## src/source/i2cm_pkg.sv

```systemverilog
/*
  Shared widths, local-bus register map and reset constants
  Packed structs for the local bus, engine configuration and I2C pin drive
*/
`default_nettype none

package i2cm_pkg;

  // Local bus geometry
  localparam int unsigned LB_ADDR_W = 8;
  localparam int unsigned LB_DATA_W = 16;

  // I2C transfer geometry, the data word goes out as two bytes
  localparam int unsigned I2C_ADDR_W = 8;
  localparam int unsigned I2C_DATA_W = 16;
  localparam int unsigned PAYLOAD_W  = I2C_ADDR_W + I2C_DATA_W;

  // Divider range is 3 to 255 clocks per bit minus one
  localparam int unsigned CLK_DIV_W = 8;
  localparam int unsigned BIT_CNT_W = 5;

  // Register map
  localparam logic [LB_ADDR_W-1:0] REG_STATUS_ADDR  = 8'h00;
  localparam logic [LB_ADDR_W-1:0] REG_ADDR_ADDR    = 8'h01;
  localparam logic [LB_ADDR_W-1:0] REG_DATA_ADDR    = 8'h02;
  localparam logic [LB_ADDR_W-1:0] REG_CLK_DIV_ADDR = 8'h03;

  // Slowest bit rate out of reset
  localparam logic [CLK_DIV_W-1:0] CLK_DIV_RST = 8'hFF;

  // Read-back for addresses outside the map
  localparam logic [LB_DATA_W-1:0] RD_UNMAPPED = 16'hDEAD;

  // Host request, one access per cycle
  typedef struct packed {
    logic                 wr_en;
    logic                 rd_en;
    logic [LB_ADDR_W-1:0] addr;
    logic [LB_DATA_W-1:0] wr_data;
  } lb_req_t;

  // Response, both valids lag their enables by one cycle
  typedef struct packed {
    logic                 wr_valid;
    logic                 rd_valid;
    logic [LB_DATA_W-1:0] rd_data;
  } lb_rsp_t;

  // Configuration held by the register file
  typedef struct packed {
    logic [I2C_ADDR_W-1:0] slave_addr;
    logic [I2C_DATA_W-1:0] data;
    logic [CLK_DIV_W-1:0]  clk_div;
  } i2c_cfg_t;

  // Pin drive, SDA floats while sda_release is high
  typedef struct packed {
    logic scl;
    logic sda;
    logic sda_release;
  } i2c_pins_t;

endpackage

`default_nettype wire

```

## src/source/i2cm_regs.sv

```systemverilog
/*
  Local-bus register file for the I2C write master
  Holds slave address, data and divider, decodes the start write
  and returns a registered read mux with status from the engine
*/
`default_nettype none

module i2cm_regs
(
  input  logic                cr_intf,
  input  logic                rst_n_i,
  input  i2cm_pkg::lb_req_t   lb_req_i,
  output i2cm_pkg::lb_rsp_t   lb_rsp_o,
  input  logic                busy_i,
  input  logic                nack_i,
  output i2cm_pkg::i2c_cfg_t  cfg_o,
  output logic                start_o
);

  // Config is frozen from the start pulse until the engine goes idle
  logic                             locked;
  logic                             wr_status;
  logic [i2cm_pkg::LB_DATA_W-1:0]   rd_mux;

  // Start pulse already issued counts as busy
  assign locked = busy_i | start_o;

  // Write strobe aimed at the status register
  assign wr_status = lb_req_i.wr_en & (lb_req_i.addr == i2cm_pkg::REG_STATUS_ADDR);

  // Configuration registers
  always_ff @(posedge cr_intf or negedge rst_n_i)
  begin
    if (!rst_n_i)
    begin
      cfg_o.slave_addr <= '0;
      cfg_o.data       <= '0;
      cfg_o.clk_div    <= i2cm_pkg::CLK_DIV_RST;
    end
    else if (lb_req_i.wr_en && !locked)
    begin
      case (lb_req_i.addr)
        i2cm_pkg::REG_ADDR_ADDR:
        begin
          cfg_o.slave_addr <= lb_req_i.wr_data[i2cm_pkg::I2C_ADDR_W-1:0];
        end
        i2cm_pkg::REG_DATA_ADDR:
        begin
          cfg_o.data <= lb_req_i.wr_data[i2cm_pkg::I2C_DATA_W-1:0];
        end
        i2cm_pkg::REG_CLK_DIV_ADDR:
        begin
          cfg_o.clk_div <= lb_req_i.wr_data[i2cm_pkg::CLK_DIV_W-1:0];
        end
        default:
        begin
          // Status write carries no stored data
          cfg_o <= cfg_o;
        end
      endcase
    end
  end

  // One-cycle start pulse
  // A status write while a transfer runs is dropped
  always_ff @(posedge cr_intf or negedge rst_n_i)
  begin
    if (!rst_n_i)
    begin
      start_o <= 1'b0;
    end
    else
    begin
      start_o <= wr_status & ~locked;
    end
  end

  // Read mux, narrow registers are zero extended
  always_comb
  begin
    case (lb_req_i.addr)
      i2cm_pkg::REG_STATUS_ADDR:
      begin
        // Bit 1 sticky NACK, bit 0 busy
        rd_mux = {{(i2cm_pkg::LB_DATA_W-2){1'b0}}, nack_i, busy_i};
      end
      i2cm_pkg::REG_ADDR_ADDR:    rd_mux = i2cm_pkg::LB_DATA_W'(cfg_o.slave_addr);
      i2cm_pkg::REG_DATA_ADDR:    rd_mux = i2cm_pkg::LB_DATA_W'(cfg_o.data);
      i2cm_pkg::REG_CLK_DIV_ADDR: rd_mux = i2cm_pkg::LB_DATA_W'(cfg_o.clk_div);
      default:                    rd_mux = i2cm_pkg::RD_UNMAPPED;
    endcase
  end

  // Response path
  // Writes acknowledge even when ignored while busy
  always_ff @(posedge cr_intf or negedge rst_n_i)
  begin
    if (!rst_n_i)
    begin
      lb_rsp_o <= '0;
    end
    else
    begin
      lb_rsp_o.wr_valid <= lb_req_i.wr_en;
      lb_rsp_o.rd_valid <= lb_req_i.rd_en;
      if (lb_req_i.rd_en)
      begin
        lb_rsp_o.rd_data <= rd_mux;
      end
    end
  end

endmodule

`default_nettype wire

```

## src/source/i2cm_bit_timer.sv

```systemverilog
/*
  Bit-period counter for the I2C master
  Wraps at the divider and decodes end, half and quarter ticks
*/
`default_nettype none

module i2cm_bit_timer
(
  input  logic                            cr_intf,
  input  logic                            rst_n_i,
  input  logic                            run_i,
  input  logic [i2cm_pkg::CLK_DIV_W-1:0]  clk_div_i,
  output logic                            bit_end_o,
  output logic                            half_tick_o,
  output logic                            quarter_tick_o
);

  // Position inside the current bit, 0 to clk_div
  logic [i2cm_pkg::CLK_DIV_W-1:0] cnt_q;

  // Tick positions derived from the divider
  logic [i2cm_pkg::CLK_DIV_W-1:0] half_pos;
  logic [i2cm_pkg::CLK_DIV_W-1:0] quarter_pos;

  assign half_pos    = clk_div_i >> 1;
  assign quarter_pos = clk_div_i >> 2;

  // Last clock of the bit
  // A bit therefore lasts clk_div plus one clocks
  assign bit_end_o = run_i & (cnt_q == clk_div_i);

  // Sampling point, SCL is high here
  assign half_tick_o = run_i & (cnt_q == half_pos);

  // SCL rising point
  // Always before the half tick for legal dividers
  assign quarter_tick_o = run_i & (cnt_q == quarter_pos);

  // Counter held at 0 while idle so each transfer starts on a bit boundary
  always_ff @(posedge cr_intf or negedge rst_n_i)
  begin
    if (!rst_n_i)
    begin
      cnt_q <= '0;
    end
    else if (!run_i || bit_end_o)
    begin
      cnt_q <= '0;
    end
    else
    begin
      cnt_q <= cnt_q + 1'b1;
    end
  end

endmodule

`default_nettype wire

```

## src/source/i2cm_engine.sv

```systemverilog
/*
  I2C write transaction FSM
  Sends address and two data bytes MSB first, checks each ACK slot,
  generates registered SCL and SDA from the bit timer ticks
*/
`default_nettype none

module i2cm_engine
(
  input  logic                cr_intf,
  input  logic                rst_n_i,
  input  logic                start_i,
  input  i2cm_pkg::i2c_cfg_t  cfg_i,
  input  logic                bit_end_i,
  input  logic                half_tick_i,
  input  logic                quarter_tick_i,
  input  logic                sda_i,
  output logic                run_o,
  output logic                busy_o,
  output logic                nack_o,
  output i2cm_pkg::i2c_pins_t pins_o
);

  typedef enum logic [2:0]
  {
    ST_IDLE,
    ST_START,
    ST_ADDR,
    ST_DATA,
    ST_ACK,
    ST_STOP
  } state_e;

  state_e                           state_q;
  state_e                           state_d;
  logic [i2cm_pkg::BIT_CNT_W-1:0]   bit_idx_q;
  logic [i2cm_pkg::PAYLOAD_W-1:0]   shift_q;
  logic [i2cm_pkg::CLK_DIV_W-1:0]   quarter_len;
  logic [i2cm_pkg::CLK_DIV_W-1:0]   fall_cnt_q;
  logic                             fall_arm_q;
  logic                             nack_q;
  logic                             scl_q;
  logic                             sda_q;
  logic                             sda_rel_q;
  logic                             idle;
  logic                             take_start;
  logic                             byte_last;
  logic                             all_sent;
  logic                             go_stop;

  assign idle       = (state_q == ST_IDLE);
  assign take_start = idle & start_i;

  // Eighth bit of the current byte
  assign byte_last = (bit_idx_q[2:0] == 3'd7);

  // All three bytes have gone out
  assign all_sent = (bit_idx_q == i2cm_pkg::BIT_CNT_W'(i2cm_pkg::PAYLOAD_W));

  // Leave through STOP after a NACK or after the last byte
  assign go_stop = nack_q | all_sent;

  // Quarter of a bit, the SCL low time after the half tick
  assign quarter_len = cfg_i.clk_div >> 2;

  // Next state, every move except the start lands on a bit boundary
  always_comb
  begin
    state_d = state_q;
    case (state_q)
      ST_IDLE:  if (start_i)                 state_d = ST_START;
      ST_START: if (bit_end_i)               state_d = ST_ADDR;
      ST_ADDR:  if (bit_end_i && byte_last)  state_d = ST_ACK;
      ST_DATA:  if (bit_end_i && byte_last)  state_d = ST_ACK;
      ST_ACK:
      begin
        if (bit_end_i)
        begin
          state_d = go_stop ? ST_STOP : ST_DATA;
        end
      end
      ST_STOP:  if (bit_end_i)               state_d = ST_IDLE;
      default:                               state_d = ST_IDLE;
    endcase
  end

  always_ff @(posedge cr_intf or negedge rst_n_i)
  begin
    if (!rst_n_i)
    begin
      state_q <= ST_IDLE;
    end
    else
    begin
      state_q <= state_d;
    end
  end

  // Bit index over the 24 payload bits, held through ACK slots
  // NACK flag is sticky and cleared only by the next start
  always_ff @(posedge cr_intf or negedge rst_n_i)
  begin
    if (!rst_n_i)
    begin
      bit_idx_q <= '0;
      nack_q    <= 1'b0;
    end
    else
    begin
      if (idle)
      begin
        bit_idx_q <= '0;
      end
      else if (bit_end_i && (state_q == ST_ADDR || state_q == ST_DATA))
      begin
        bit_idx_q <= bit_idx_q + 1'b1;
      end

      if (take_start)
      begin
        nack_q <= 1'b0;
      end
      else if (state_q == ST_ACK && half_tick_i && scl_q && sda_i)
      begin
        // Slave left SDA high in the ACK slot
        nack_q <= 1'b1;
      end
    end
  end

  // Payload shifter, MSB is the bit on the wire
  always_ff @(posedge cr_intf)
  begin
    if (take_start)
    begin
      shift_q <= {cfg_i.slave_addr, cfg_i.data};
    end
    else if (bit_end_i && (state_q == ST_ADDR || state_q == ST_DATA))
    begin
      shift_q <= shift_q << 1;
    end
  end

  // SCL
  // Rise on the quarter tick, fall a quarter after the half tick
  always_ff @(posedge cr_intf or negedge rst_n_i)
  begin
    if (!rst_n_i)
    begin
      scl_q      <= 1'b1;
      fall_cnt_q <= '0;
      fall_arm_q <= 1'b0;
    end
    else
    begin
      case (state_q)
        ST_START:
        begin
          // SDA is already low, this completes the START condition
          if (half_tick_i)
          begin
            scl_q <= 1'b0;
          end
        end
        ST_ADDR, ST_DATA, ST_ACK:
        begin
          if (quarter_tick_i)
          begin
            scl_q <= 1'b1;
          end
          if (half_tick_i)
          begin
            if (quarter_len == '0)
            begin
              scl_q <= 1'b0;
            end
            else
            begin
              fall_cnt_q <= quarter_len - 1'b1;
              fall_arm_q <= 1'b1;
            end
          end
          else if (fall_arm_q)
          begin
            if (fall_cnt_q == '0)
            begin
              scl_q      <= 1'b0;
              fall_arm_q <= 1'b0;
            end
            else
            begin
              fall_cnt_q <= fall_cnt_q - 1'b1;
            end
          end
        end
        ST_STOP:
        begin
          // SCL stays high once it rises
          if (quarter_tick_i)
          begin
            scl_q <= 1'b1;
          end
        end
        default:
        begin
          scl_q      <= 1'b1;
          fall_arm_q <= 1'b0;
        end
      endcase
    end
  end

  // SDA
  // Changes only on bit ends while SCL is low, except START and STOP
  always_ff @(posedge cr_intf or negedge rst_n_i)
  begin
    if (!rst_n_i)
    begin
      sda_q     <= 1'b1;
      sda_rel_q <= 1'b0;
    end
    else
    begin
      case (state_q)
        ST_IDLE:
        begin
          sda_rel_q <= 1'b0;
          // START condition, SDA falls with SCL still high
          if (start_i)
          begin
            sda_q <= 1'b0;
          end
          else
          begin
            sda_q <= 1'b1;
          end
        end
        ST_START:
        begin
          if (bit_end_i)
          begin
            sda_q <= shift_q[i2cm_pkg::PAYLOAD_W-1];
          end
        end
        ST_ADDR, ST_DATA:
        begin
          if (bit_end_i)
          begin
            if (byte_last)
            begin
              // Hand SDA to the slave for the ACK slot
              sda_rel_q <= 1'b1;
            end
            else
            begin
              sda_q <= shift_q[i2cm_pkg::PAYLOAD_W-2];
            end
          end
        end
        ST_ACK:
        begin
          if (bit_end_i)
          begin
            sda_rel_q <= 1'b0;
            // Low ahead of STOP, or first bit of the next byte
            sda_q     <= go_stop ? 1'b0 : shift_q[i2cm_pkg::PAYLOAD_W-1];
          end
        end
        ST_STOP:
        begin
          // STOP condition, SCL is high by the half tick
          if (half_tick_i)
          begin
            sda_q <= 1'b1;
          end
        end
        default:
        begin
          sda_q     <= 1'b1;
          sda_rel_q <= 1'b0;
        end
      endcase
    end
  end

  assign pins_o = '{scl: scl_q, sda: sda_q, sda_release: sda_rel_q};

  // Timer runs for the whole transaction
  assign run_o  = ~idle;
  assign busy_o = ~idle;
  assign nack_o = nack_q;

endmodule

`default_nettype wire

```

## src/source/i2cm_top.sv

```systemverilog
/*
  I2C write master top level
  Register file, bit timer and transaction engine
*/
`default_nettype none

module i2cm_top
(
  input  logic                 cr_intf,
  input  logic                 rst_n_i,
  input  i2cm_pkg::lb_req_t    lb_req_i,
  output i2cm_pkg::lb_rsp_t    lb_rsp_o,
  input  logic                 sda_i,
  output i2cm_pkg::i2c_pins_t  i2c_pins_o
);

  i2cm_pkg::i2c_cfg_t cfg;
  logic               start;
  logic               busy;
  logic               nack;
  logic               run;
  logic               bit_end;
  logic               half_tick;
  logic               quarter_tick;

  // Host side registers and status
  i2cm_regs u_regs
  (
    .cr_intf  (cr_intf),
    .rst_n_i  (rst_n_i),
    .lb_req_i (lb_req_i),
    .lb_rsp_o (lb_rsp_o),
    .busy_i   (busy),
    .nack_i   (nack),
    .cfg_o    (cfg),
    .start_o  (start)
  );

  // Bit period and SCL phase ticks
  i2cm_bit_timer u_bit_timer
  (
    .cr_intf        (cr_intf),
    .rst_n_i        (rst_n_i),
    .run_i          (run),
    .clk_div_i      (cfg.clk_div),
    .bit_end_o      (bit_end),
    .half_tick_o    (half_tick),
    .quarter_tick_o (quarter_tick)
  );

  // Transaction sequencing and pin drive
  i2cm_engine u_engine
  (
    .cr_intf        (cr_intf),
    .rst_n_i        (rst_n_i),
    .start_i        (start),
    .cfg_i          (cfg),
    .bit_end_i      (bit_end),
    .half_tick_i    (half_tick),
    .quarter_tick_i (quarter_tick),
    .sda_i          (sda_i),
    .run_o          (run),
    .busy_o         (busy),
    .nack_o         (nack),
    .pins_o         (i2c_pins_o)
  );

endmodule

`default_nettype wire

```

## config.mk

```make
export PLATFORM = sky130hd
export DESIGN_NAME = i2cm_top
export DESIGN_NICKNAME = d
export VERILOG_FILES = /design/src/source/i2cm_pkg.sv /design/src/source/i2cm_regs.sv /design/src/source/i2cm_bit_timer.sv /design/src/source/i2cm_engine.sv /design/src/source/i2cm_top.sv
export SDC_FILE = /design/constraint.sdc
export NUM_CORES = 1
export LEC_CHECK = 0
export BUFFER_PORTS_ARGS = -buffer_cell sky130_fd_sc_hd__buf_2
export CAP_MARGIN = 10
export CORE_MARGIN = 2
export CORE_UTILIZATION = 25
export DETAILED_ROUTE_END_ITERATION = 12
export GPL_ROUTABILITY_DRIVEN = 0
export HOLD_SLACK_MARGIN = 0.12
export SLEW_MARGIN = 40
export SYNTH_ARGS = -nofsm -noshare
export SYNTH_HDL_FRONTEND = slang
export SYNTH_SLANG_ARGS = --single-unit
```

## constraint.sdc

```tcl
create_clock -name cr_intf -period 3.32 [get_ports cr_intf]
set_input_delay 0.498 -clock cr_intf [delete_from_list [all_inputs] [get_ports cr_intf]]
set_output_delay 0.498 -clock cr_intf [all_outputs]
set_load 0.1 [all_outputs]
```

* Word level (Yosys, flattened, before mapping) *
Cells that the tools add are included.

cells by class
  add/subtract/negate cells = 4
  bitwise logic cells = 11
  equal/unequal tests = 26
  reductions and logical operators = 28
  mux-type cells = 43

operators with widths
  cell                                                                count
  16-bit one-hot mux with 4 select lines                              1
  24-bit two-way mux                                                  2
  8-bit two-way mux                                                   5
  8-bit zero test                                                     3
  1-bit two-way mux                                                   22
  3-bit two-way mux                                                   6
  8-bit by 2-bit == test with 1-bit output, second input constant     2
  3-bit one-hot mux with 5 select lines                               1
  2-bit by 1-bit != test with 1-bit output, second input constant     6
  2-bit != test, second input constant                                6
  5-bit two-way mux                                                   2
  5-bit AND reduction                                                 2
  3-bit == test, second input constant                                3
  8-bit by 1-bit adder with 8-bit output, second input constant       1
  8-bit by 1-bit == test with 1-bit output, second input constant     1
  8-bit by 6-bit == test with 1-bit output                            1
  8-bit by 7-bit == test with 1-bit output                            1
  8-bit == test                                                       1
  2-bit AND reduction                                                 4
  4-bit AND reduction                                                 2
  2-bit nonzero test                                                  4
  8-bit by 1-bit subtractor with 8-bit output, second input constant  1
  6-bit by 1-bit subtractor with 7-bit output, second input constant  1
  1-bit AND                                                           6
  other kinds (16)                                                    28

word-level totals
  bits in registers = 104
  input port bits = 29

* Logic depth before layout (Yosys ltp) *
Gate-level depths: netlist of run 1.

  depth after elaboration = 8
  depth in mapped cells = 10
  gate-level depth less buffers = 7

* Hierarchy *
From an unflattened synthesis of run 1, not the netlist that was laid out.

second synthesis, totals
  cell total of the unflattened synthesis = 454
  area, all modules = 5388.9 um^2

by module, submodules not included
  module          cells an instance  times used  seq. area each (um^2)  area an instance (um^2)
  i2cm_engine     229                1           1248.7                 2548.7
  i2cm_regs       155                1           1286.2                 2164.6
  i2cm_bit_timer  70                 1           200.2                  675.6

* Worst setup path before layout of run 1 *
No wires, ideal clock.

  path type = register to register
  start = register u_regs.cfg_o[7] (netlist bit)
  end = register u_engine.shift_q[0] (netlist bit) (enable)
  cell stages (with the launch flop) = 7
  period minus slack after synthesis = 2.621 ns
  required time = 2.936 ns
  library setup time = 0.384 ns
  slack = 0.699 ns
  data arrival time = 2.236 ns
  cells stage by stage = dfstp_2 clkbuf_1 xnor2_1 nand4_1 nor2_1 nand2_1 nand2b_1

on the way
  cells in the longest elaborated chain, start to end = 4

RTL lines
  item                                 line                  source
  start: declaration                   i2cm_regs.sv:16       output i2cm_pkg::i2c_cfg_t cfg_o,
  start signal: assignment             i2cm_regs.sv:58       cfg_o <= cfg_o;
  8-bit == test                        i2cm_bit_timer.sv:30  assign bit_end_o = run_i & (cnt_q == clk_div_i);
  1-bit AND                            i2cm_bit_timer.sv:30
  1-bit logical AND                    i2cm_engine.sv:138    else if (bit_end_i && (state_q == ST_ADDR || state_q == ST_DATA))
  2-bit nonzero test (no source line)  n/a
  end signal: assignment               i2cm_engine.sv:136    shift_q <= {cfg_i.slave_addr, cfg_i.data};
  end signal: assignment               i2cm_engine.sv:140    shift_q <= shift_q << 1;
  end: declaration                     i2cm_engine.sv:37     logic [i2cm_pkg::PAYLOAD_W-1:0] shift_q;

Every way passes these cells.
A chain may end at the register's enable or synchronous reset.

* Worst setup path after layout of run 1 *
  start = register u_engine.state_q[2]
  end = register u_engine.fall_cnt_q[0] (netlist bit)

on the way
  cells in the longest elaborated chain, start to end = 5
  elaborated cells between the ends (all ways) = 12

RTL lines
  item                                                    line                  source
  start: declaration                                      i2cm_engine.sv:34     state_e state_q;
  start signal: assignment                                i2cm_engine.sv:95     state_q <= state_d;
  3-bit zero test                                         i2cm_engine.sv:51     assign idle = (state_q == ST_IDLE);
  1-bit inverter                                          i2cm_engine.sv:289    assign run_o = ~idle;
  1-bit AND                                               i2cm_bit_timer.sv:33  assign half_tick_o = run_i & (cnt_q == half_pos);
  2-bit != test (no source line) (tied with other cells)  n/a
  4-bit AND reduction (no source line)                    n/a
  end signal: assignment                                  i2cm_engine.sv:179    fall_cnt_q <= quarter_len - 1'b1;
  end signal: assignment                                  i2cm_engine.sv:192    fall_cnt_q <= fall_cnt_q - 1'b1;
  end: declaration                                        i2cm_engine.sv:39     logic [i2cm_pkg::CLK_DIV_W-1:0] fall_cnt_q;

Parallel ways exist; a longest one is shown, timed or not.

==> results of run 1 <==
## Yosys cell counts (3+ instances only)
| library cell | number | area share [%] |
|---|---|---|
| a221oi_1 | 4 | 0.67 |
| a21oi_1 | 30 | 2.9 |
| nand2_1 | 23 | 1.6 |
| buf_1 | 3 | 0.21 |
| nor2b_1 | 4 | 0.48 |
| nor2_1 | 40 | 2.9 |
| a21o_1 | 3 | 0.43 |
| o21ai_0 | 12 | 1.1 |
| inv_1 | 17 | 1.2 |
| nand2b_1 | 3 | 0.36 |
| ha_1 | 8 | 1.9 |
| o22ai_1 | 6 | 0.72 |
| nor3b_1 | 3 | 0.43 |
| buf_4 | 3 | 0.43 |
| or3_1 | 6 | 0.72 |
| dfstp_2 | 10 | 5.0 |
| clkbuf_1 | 20 | 1.4 |
| and2_1 | 3 | 0.36 |
| mux2_2 | 61 | 13 |
| xor2_1 | 22 | 3.7 |
| dfrtp_1 | 70 | 33 |
| nor4_1 | 6 | 0.72 |
| xnor2_1 | 12 | 2.0 |
| edfxtp_1 | 24 | 14 |
| and3_1 | 8 | 0.95 |
| o32a_1 | 7 | 1.3 |
| buf_2 | 7 | 0.67 |
| nor3_1 | 8 | 0.76 |
| nand3_1 | 14 | 1.3 |
## where the power goes
group / leakage [nW] / internal, mW / switching (mW) / total, mW
Sequential: 1.20 / 1.46 / 0.227 / 1.69
Clock: 0.150 / 0.565 / 0.514 / 1.08
Combinational: 1.17 / 0.383 / 0.536 / 0.920
Total: 2.52 / 2.41 / 1.28 / 3.69
## final cells by class
cell class	count	area share, %
multi-input combinational	311	37.9
inverter	17	1.05
antenna	1	0.0413
timing repair buffer	59	5.33
sequential	104	45.2
tap	270	5.58
clock inverter	6	0.785
clock buffer	10	4.13
## kinds of logic after synthesis
family | count (synthesis)
flops | 104
buf+inv | 51
fa+ha+maj | 8
simple gates | 127
mux | 65
compound gates | 77
xor+xnor | 34
## registers in the layout, indices dropped and copies added, names as in the netlist, 3 cells and up
name / cells
u_regs.cfg_o: 32
u_bit_timer.cnt_q: 8
u_engine.fall_cnt_q: 8
u_regs.lb_rsp_o: 18
u_engine.state_q: 3
u_engine.bit_idx_q: 5
u_engine.shift_q: 24
## routing by layer
| layer | vias up | GRT usage [%] | wire [um] |
|---|---|---|---|
| li1 | 1741 | - | - |
| met1 | 1796 | 15.7 | 5610 |
| met2 | 56 | 16.3 | 5460 |
| met3 | 11 | 2.51 | 544 |
| met4 | 2 | 3.43 | 153 |
| met5 | - | 0 | 7 |
## worst paths after layout
kind / start / end / cells after the start
max in group asynchronous: rst_n_i / u_regs.cfg_o[0] / 2
min in group cr_intf: lb_req_i[25] / u_regs.lb_rsp_o[17] / 1
hold reg to reg: u_engine.sda_q / u_engine.sda_q / 2
hold / removal: rst_n_i / u_engine.fall_cnt_q[3] / 1
setup / recovery: u_engine.state_q[2] / u_engine.fall_cnt_q[0] / 7
setup reg to reg: u_engine.state_q[2] / u_engine.fall_cnt_q[0] / 7
## stage by stage
stage / std cells / area (sq um) / worst slack [ns] / total power [mW]
floorplan: 466 / 5240 / 0.699 / 2.41
global placement: 761 / 5760 / 0.733 / 2.63
detailed placement: 761 / 5760 / 0.669 / 2.64
CTS: 777 / 6050 / 0.650 / 3.73
global route: 777 / 6050 / 0.375 / 3.91
finish: 778 / 6060 / 0.650 / 3.69
==> results.py, run 1 <==
metrics = {
    "outcome": {
        "status": "finished clean",
    },
    "sta": {
        "setup_viol": 0,
        "fin_hold_ws_ns": 0.156,
        "slew_headroom_pct": 49.6,
        "drv_slew": 0,
        "fin_crit_sh_pct": 80.4,
        "tightest_slew_ns": 0.756,
        "setup_tns_ns": 0,
        "clock_skew_ns": 0.00808,
        "max_freq_mhz": 375,
        "min_period_ns": 2.67,
        "hold_violations": 0,
        "rsz0062_at_grt": "no",
    },
    "routing": {
        "remaining_drc_errors": 0,
        "vias_per_cell": 4.63,
        "vias": 3606,
        "wl_um": 11800,
        "drt_pass1_iterations": 4,
        "drt_iter0_drc": 220,
        "routedWlPerCell_um": 15.1,
        "postRouteAntennaNets": 0,
    },
    "clock_tree": {
        "cts_buffer_depth": 2,
        "root_buffer": "clkbuf_16",
        "post_cts_buffers": 0,
        "clk_latency_ns": 0.35,
        "cts_tree": "done",
        "clk_pin_slew_ns": 0.07,
        "h-tree-depth": 3,
        "numCtsBuffers": 9,
        "cts_sinks": 104,
        "cts_hold_buf": 0,
        "cts.repair.resized": 0,
    },
    "floorplanning": {
        "fp.dieH_um": 149,
        "ioPinCount": 50,
        "rows": 52,
        "die_area_sq_mm": 0.0221,
        "design.core.area_sq_mm": 0.0204,
        "die_w_um": 149,
        "initial_core_util_pct": 25.7,
    },
    "cells_and_area": {
        "syn_to_final_growth_pct": 15.5,
        "drive_gt1_share_pct": 30.2,
        "fin_nets": 539,
        "fillers": 2145,
        "multi_input_area_sq_mm": 0.00230,
        "final_common_cell": "dfrtp_1",
        "final_cell_mix": "70 x dfrtp_1, 61 x mux2_2, 48 x buf_2",
        "final-seq-area_sq_mm": 0.00274,
        "final_core_util_pct": 29.6,
    },
    "setup_path": {
        "critPathBufInv": 1,
        "cp-start-kind": "flip-flop",
        "worst_ep_arrival_time_ns": 2.96,
        "reg2reg_slack_ns": 0.65,
        "crit_chain": "nor3_2, buf_4, nor2_1, and3_1, a21oi_1, or3_1, o2bb2a_1",
        "crit_family": "simple AND/OR/NAND/NOR gates",
        "crit_required_ns": 3.61,
        "slowest_stage": "and3_1",
        "worstSetupPathType": "reg -> reg",
        "critPathMaxFanout": 24,
        "cp_slowest_stage_delay_ns": 0.67,
        "end_kind": "flip-flop",
    },
    "yosys": {
        "netlist_area_sq_mm": 0.00524,
        "synth_cell_types": 53,
        "synth_edf_count": 24,
        "muxShareOfSynthArea_pct": 14.3,
        "syn_nets": 503,
        "yosysWarningCount": 0,
        "ys_ff_latch": 104,
        "avgSynthCellArea_sq_um": 11.3,
        "ys_seq_area_share_pct": 52.2,
        "syn_inst": 466,
        "synth_fa_ha_area_share_pct": 1.91,
        "async_reset_ff_share_pct": 76.9,
        "synth-simple-area-share_pct": 12.3,
        "synth_flop_cell": "dfrtp_1",
        "synth-compound-area-share_pct": 9.43,
        "synth_xor_area_share_pct": 5.68,
        "synth_top_family_by_area": "multiplexers",
    },
    "flow_run": {
        "cap_violations": 0,
    },
    "global_routing": {
        "grt_use_total_pct": 10.9,
        "grt_max_degree": 46,
        "overflow": 0,
        "grt_pass1_vias": 3397,
        "grt_pass1_wl_um": 18800,
        "antenna_found_initial": 2,
    },
    "worst_hold_path": {
        "hold_class": "in -> async",
    },
    "placement": {
        "port_buffers": 49,
        "dp_hpwl_um": 8410,
    },
    "power_and_ir_drop": {
        "irDropWorstVdd_mv": 0.225,
        "power_density_mw_per_mm2": 609,
        "p_leak_nw": 2.52,
    },
}
Note: power is estimated with default switching activity, not from simulation.
==> run 2: changes to the inputs <==
--- a/config.mk
+++ b/config.mk
@@ -5,6 +5,7 @@
 export SDC_FILE = /design/constraint.sdc
 export NUM_CORES = 1
 export LEC_CHECK = 0
+export ABC_AREA = 1
 export BUFFER_PORTS_ARGS = -buffer_cell sky130_fd_sc_hd__buf_2
 export CAP_MARGIN = 10
 export CORE_MARGIN = 2
==> constraint.sdc (replaced) <==
create_clock -name cr_intf -period 2.2 [get_ports cr_intf]
set_input_delay 0.33 -clock cr_intf [delete_from_list [all_inputs] [get_ports cr_intf]]
set_output_delay 0.33 -clock cr_intf [all_outputs]
set_load 0.1 [all_outputs]
==> run 2 against run 1 <==
- global-route usage is 1.5 points higher
- core utilization is 0.050 points higher
- critical path depth is 2 higher
- critical endpoint is now u_engine.shift_q[8]
- highest routed layer is now met4
==> results.py, run 2 <==
metrics = {
    "yosys": {
        "avgSynthCellArea_sq_um": 8.05,
        "synth_xor_area_share_pct": 2.71,
        "synth_fa_ha_area_share_pct": 1.82,
        "yosysWarningCount": 0,
        "ys_ff_latch": 104,
        "synth_area_leaders": "dfrtp_1 32%, nand2_1 17%, edfxtp_1 13%",
        "synth_top_area_share_pct": 31.9,
        "netlist_area_sq_mm": 0.00550,
        "synth_top_family_by_area": "simple AND/OR/NAND/NOR gates",
        "synth-simple-area-share_pct": 30.3,
        "synth_cell_types": 41,
        "synth-compound-area-share_pct": 6.83,
        "synth_flop_cell": "dfrtp_1",
        "syn_inst": 683,
        "yosysMostFrequentCell": "nand2_1",
        "async_reset_ff_share_pct": 76.9,
        "synth_top_area_cell": "dfrtp_1",
        "ys_seq_area_share_pct": 49.7,
        "syn_nets": 720,
        "muxShareOfSynthArea_pct": 1.64,
        "synth_edf_count": 24,
        "synth_common_cells": "251 x nand2_1, 70 x dfrtp_1, 61 x inv_1",
    },
    "sta": {
        "fin_crit_sh_pct": 91.2,
        "rsz0062_at_grt": "no",
        "setup_tns_ns": 0,
        "tightest_slew_ns": 0.552,
        "drv_slew": 0,
        "setup_viol": 0,
        "setup_slack_ns": 0.194,
        "hold_violations": 0,
        "max_freq_mhz": 499,
        "clock_skew_ns": 0.0103,
        "slew_headroom_pct": 63.2,
        "fin_hold_ws_ns": 0.180,
        "min_period_ns": 2.01,
    },
    "placement": {
        "port_buffers": 49,
        "dp_hpwl_um": 10500,
        "pre_cts_slack_ns": 0.151,
    },
    "global_routing": {
        "grt_max_degree": 42,
        "grt_pass1_wl_um": 23300,
        "grt_use_total_pct": 12.4,
        "overflow": 0,
        "antenna_found_initial": 0,
        "grt_pass1_vias": 4532,
    },
    "routing": {
        "postRouteAntennaNets": 0,
        "vias": 4572,
        "drt_pass1_iterations": 5,
        "routedWlPerCell_um": 13.5,
        "vias_per_cell": 4.46,
        "remaining_drc_errors": 0,
        "wl_um": 13900,
        "drt_iter0_drc": 402,
    },
    "setup_path": {
        "worst_r2r_path_depth": 9,
        "slowest_stage": "dfstp_2",
        "worstSetupPathType": "reg -> reg",
        "end_kind": "flip-flop",
        "cp_slowest_stage_delay_ns": 0.59,
        "crit_required_ns": 2.26,
        "crit_chain": "inv_1, nand2_1, nand4_1, nor2_1, nand2_1, nor2_2, nand2_2, nand2_2, buf_12",
        "reg2reg_slack_ns": 0.19,
        "worst_ep_arrival_time_ns": 2.07,
        "cp-start-kind": "flip-flop",
        "critPathMaxFanout": 24,
        "reg2reg_to": "u_engine.shift_q[8]",
        "reg2reg_from": "u_regs.cfg_o[5]",
    },
    "cells_and_area": {
        "fin_nets": 777,
        "drive_gt1_share_pct": 17.0,
        "final_cell_mix": "249 x nand2_1, 70 x dfrtp_1, 61 x inv_1",
        "largest-register": "u_regs.cfg_o",
        "final_core_util_pct": 29.7,
        "n_antenna_cell": 0,
        "largest_reg_flops": 32,
        "fillers": 2306,
        "syn_to_final_growth_pct": 17.1,
        "final_common_cell": "nand2_1",
        "largestRegisters": "u_regs.cfg_o (32), u_engine.shift_q (24), u_regs.lb_rsp_o (18)",
    },
    "power_and_ir_drop": {
        "p_leak_nw": 3.00,
        "power.total_mw": 6.37,
        "irDropWorstVdd_mv": 0.317,
        "power_density_mw_per_mm2": 989,
    },
    "clock_tree": {
        "clk_pin_slew_ns": 0.08,
        "root_buffer": "clkbuf_16",
        "numCtsBuffers": 9,
        "clk_latency_ns": 0.36,
        "h-tree-depth": 3,
        "cts_tree": "done",
        "cts_sinks": 104,
        "cts_buffer_depth": 2,
    },
    "flow_run": {
        "cap_violations": 0,
    },
    "floorplanning": {
        "rows": 54,
        "ioPinCount": 50,
        "die_w_um": 152,
        "die_area_sq_mm": 0.0232,
        "initial_core_util_pct": 25.4,
        "fp.dieH_um": 152,
        "design.core.area_sq_mm": 0.0217,
    },
    "outcome": {
        "status": "finished clean",
    },
    "worst_hold_path": {
        "worstHoldStart": "lb_req_i[11]",
        "hold_class": "in -> reg",
        "holdPathStages": 2,
        "holdPathEnd": "u_regs.cfg_o[19]",
    },
}
==> run 2: how the worst max path moves through the flow <==
stage	from	slack (ns)	cells after the start	end
finish	u_regs.cfg_o[5]	0.19	9	u_engine.shift_q[8]
global placement	u_regs.cfg_o[4]	0.19	9	u_engine.shift_q[4]
global route	u_regs.cfg_o[5]	0.006	9	u_engine.shift_q[8]
floorplan	u_regs.cfg_o[5]	0.16	9	u_engine.shift_q[0]
CTS	u_regs.cfg_o[4]	0.13	9	u_engine.shift_q[8]
detailed placement	u_regs.cfg_o[4]	0.15	9	u_engine.shift_q[2]
==> run 2: repair_timing <==
action                                  4_1_cts  5_1_grt
endpoints found under the hold margin        35        0
hold buffers                                  2        0
buffers inserted                              0        1
endpoints found under the setup margin        0       24
gates resized for setup                       0        1
==> run 2: kinds of logic after synthesis <==
group | Yosys count
flops | 104
xor+xnor | 17
simple gates | 386
compound gates | 70
buf+inv | 90
fa+ha+maj | 8
mux | 8
==> run 2: area by class of cell <==
cell class	count	area [sq um]	area share [%]
clock inverters	6	58.8	0.913
repair buffers	67	413	6.41
well taps	280	350	5.44
clock buffers	10	239	3.71
flip-flops and latches	104	2740	42.5
inverters	69	259	4.02
multi-input cells	489	2390	37.0
==> run 2: power by group <==
| part | leakage [nW] | switching, mW | internal [mW] |
|---|---|---|---|
| combinational | 1.63 | 1.55 | 0.712 |
| sequential | 1.22 | 0.184 | 2.31 |
| clock | 0.145 | 0.784 | 0.828 |
| total | 3.00 | 2.52 | 3.85 |
==> run 2: worst max-delay path: cells and delay by family, from the launching register on <==
family,cells,cell delay (ns)
AND/OR/NAND/NOR,7,0.81
buffers and inverters,2,0.28
flip-flops,1,0.59
==> run 2: stage by stage <==
| stage | std cells | cell area (sq um) |
|---|---|---|
| final | 1025 | 6440 |
| after global routing | 1025 | 6440 |
| after CTS | 1024 | 6430 |
| after detailed placement | 1006 | 6110 |
| after global placement | 1006 | 6110 |
| after floorplan | 683 | 5500 |
==> run 2: layer usage <==
metal | up-vias | global-route usage, % | share of wire, %
met5 | - | 0 | 0
met4 | 0 | 5.25 | 3.1
met3 | 29 | 1.99 | 3.6
met2 | 105 | 19.9 | 46
met1 | 2145 | 16.7 | 47
li1 | 2293 | - | -
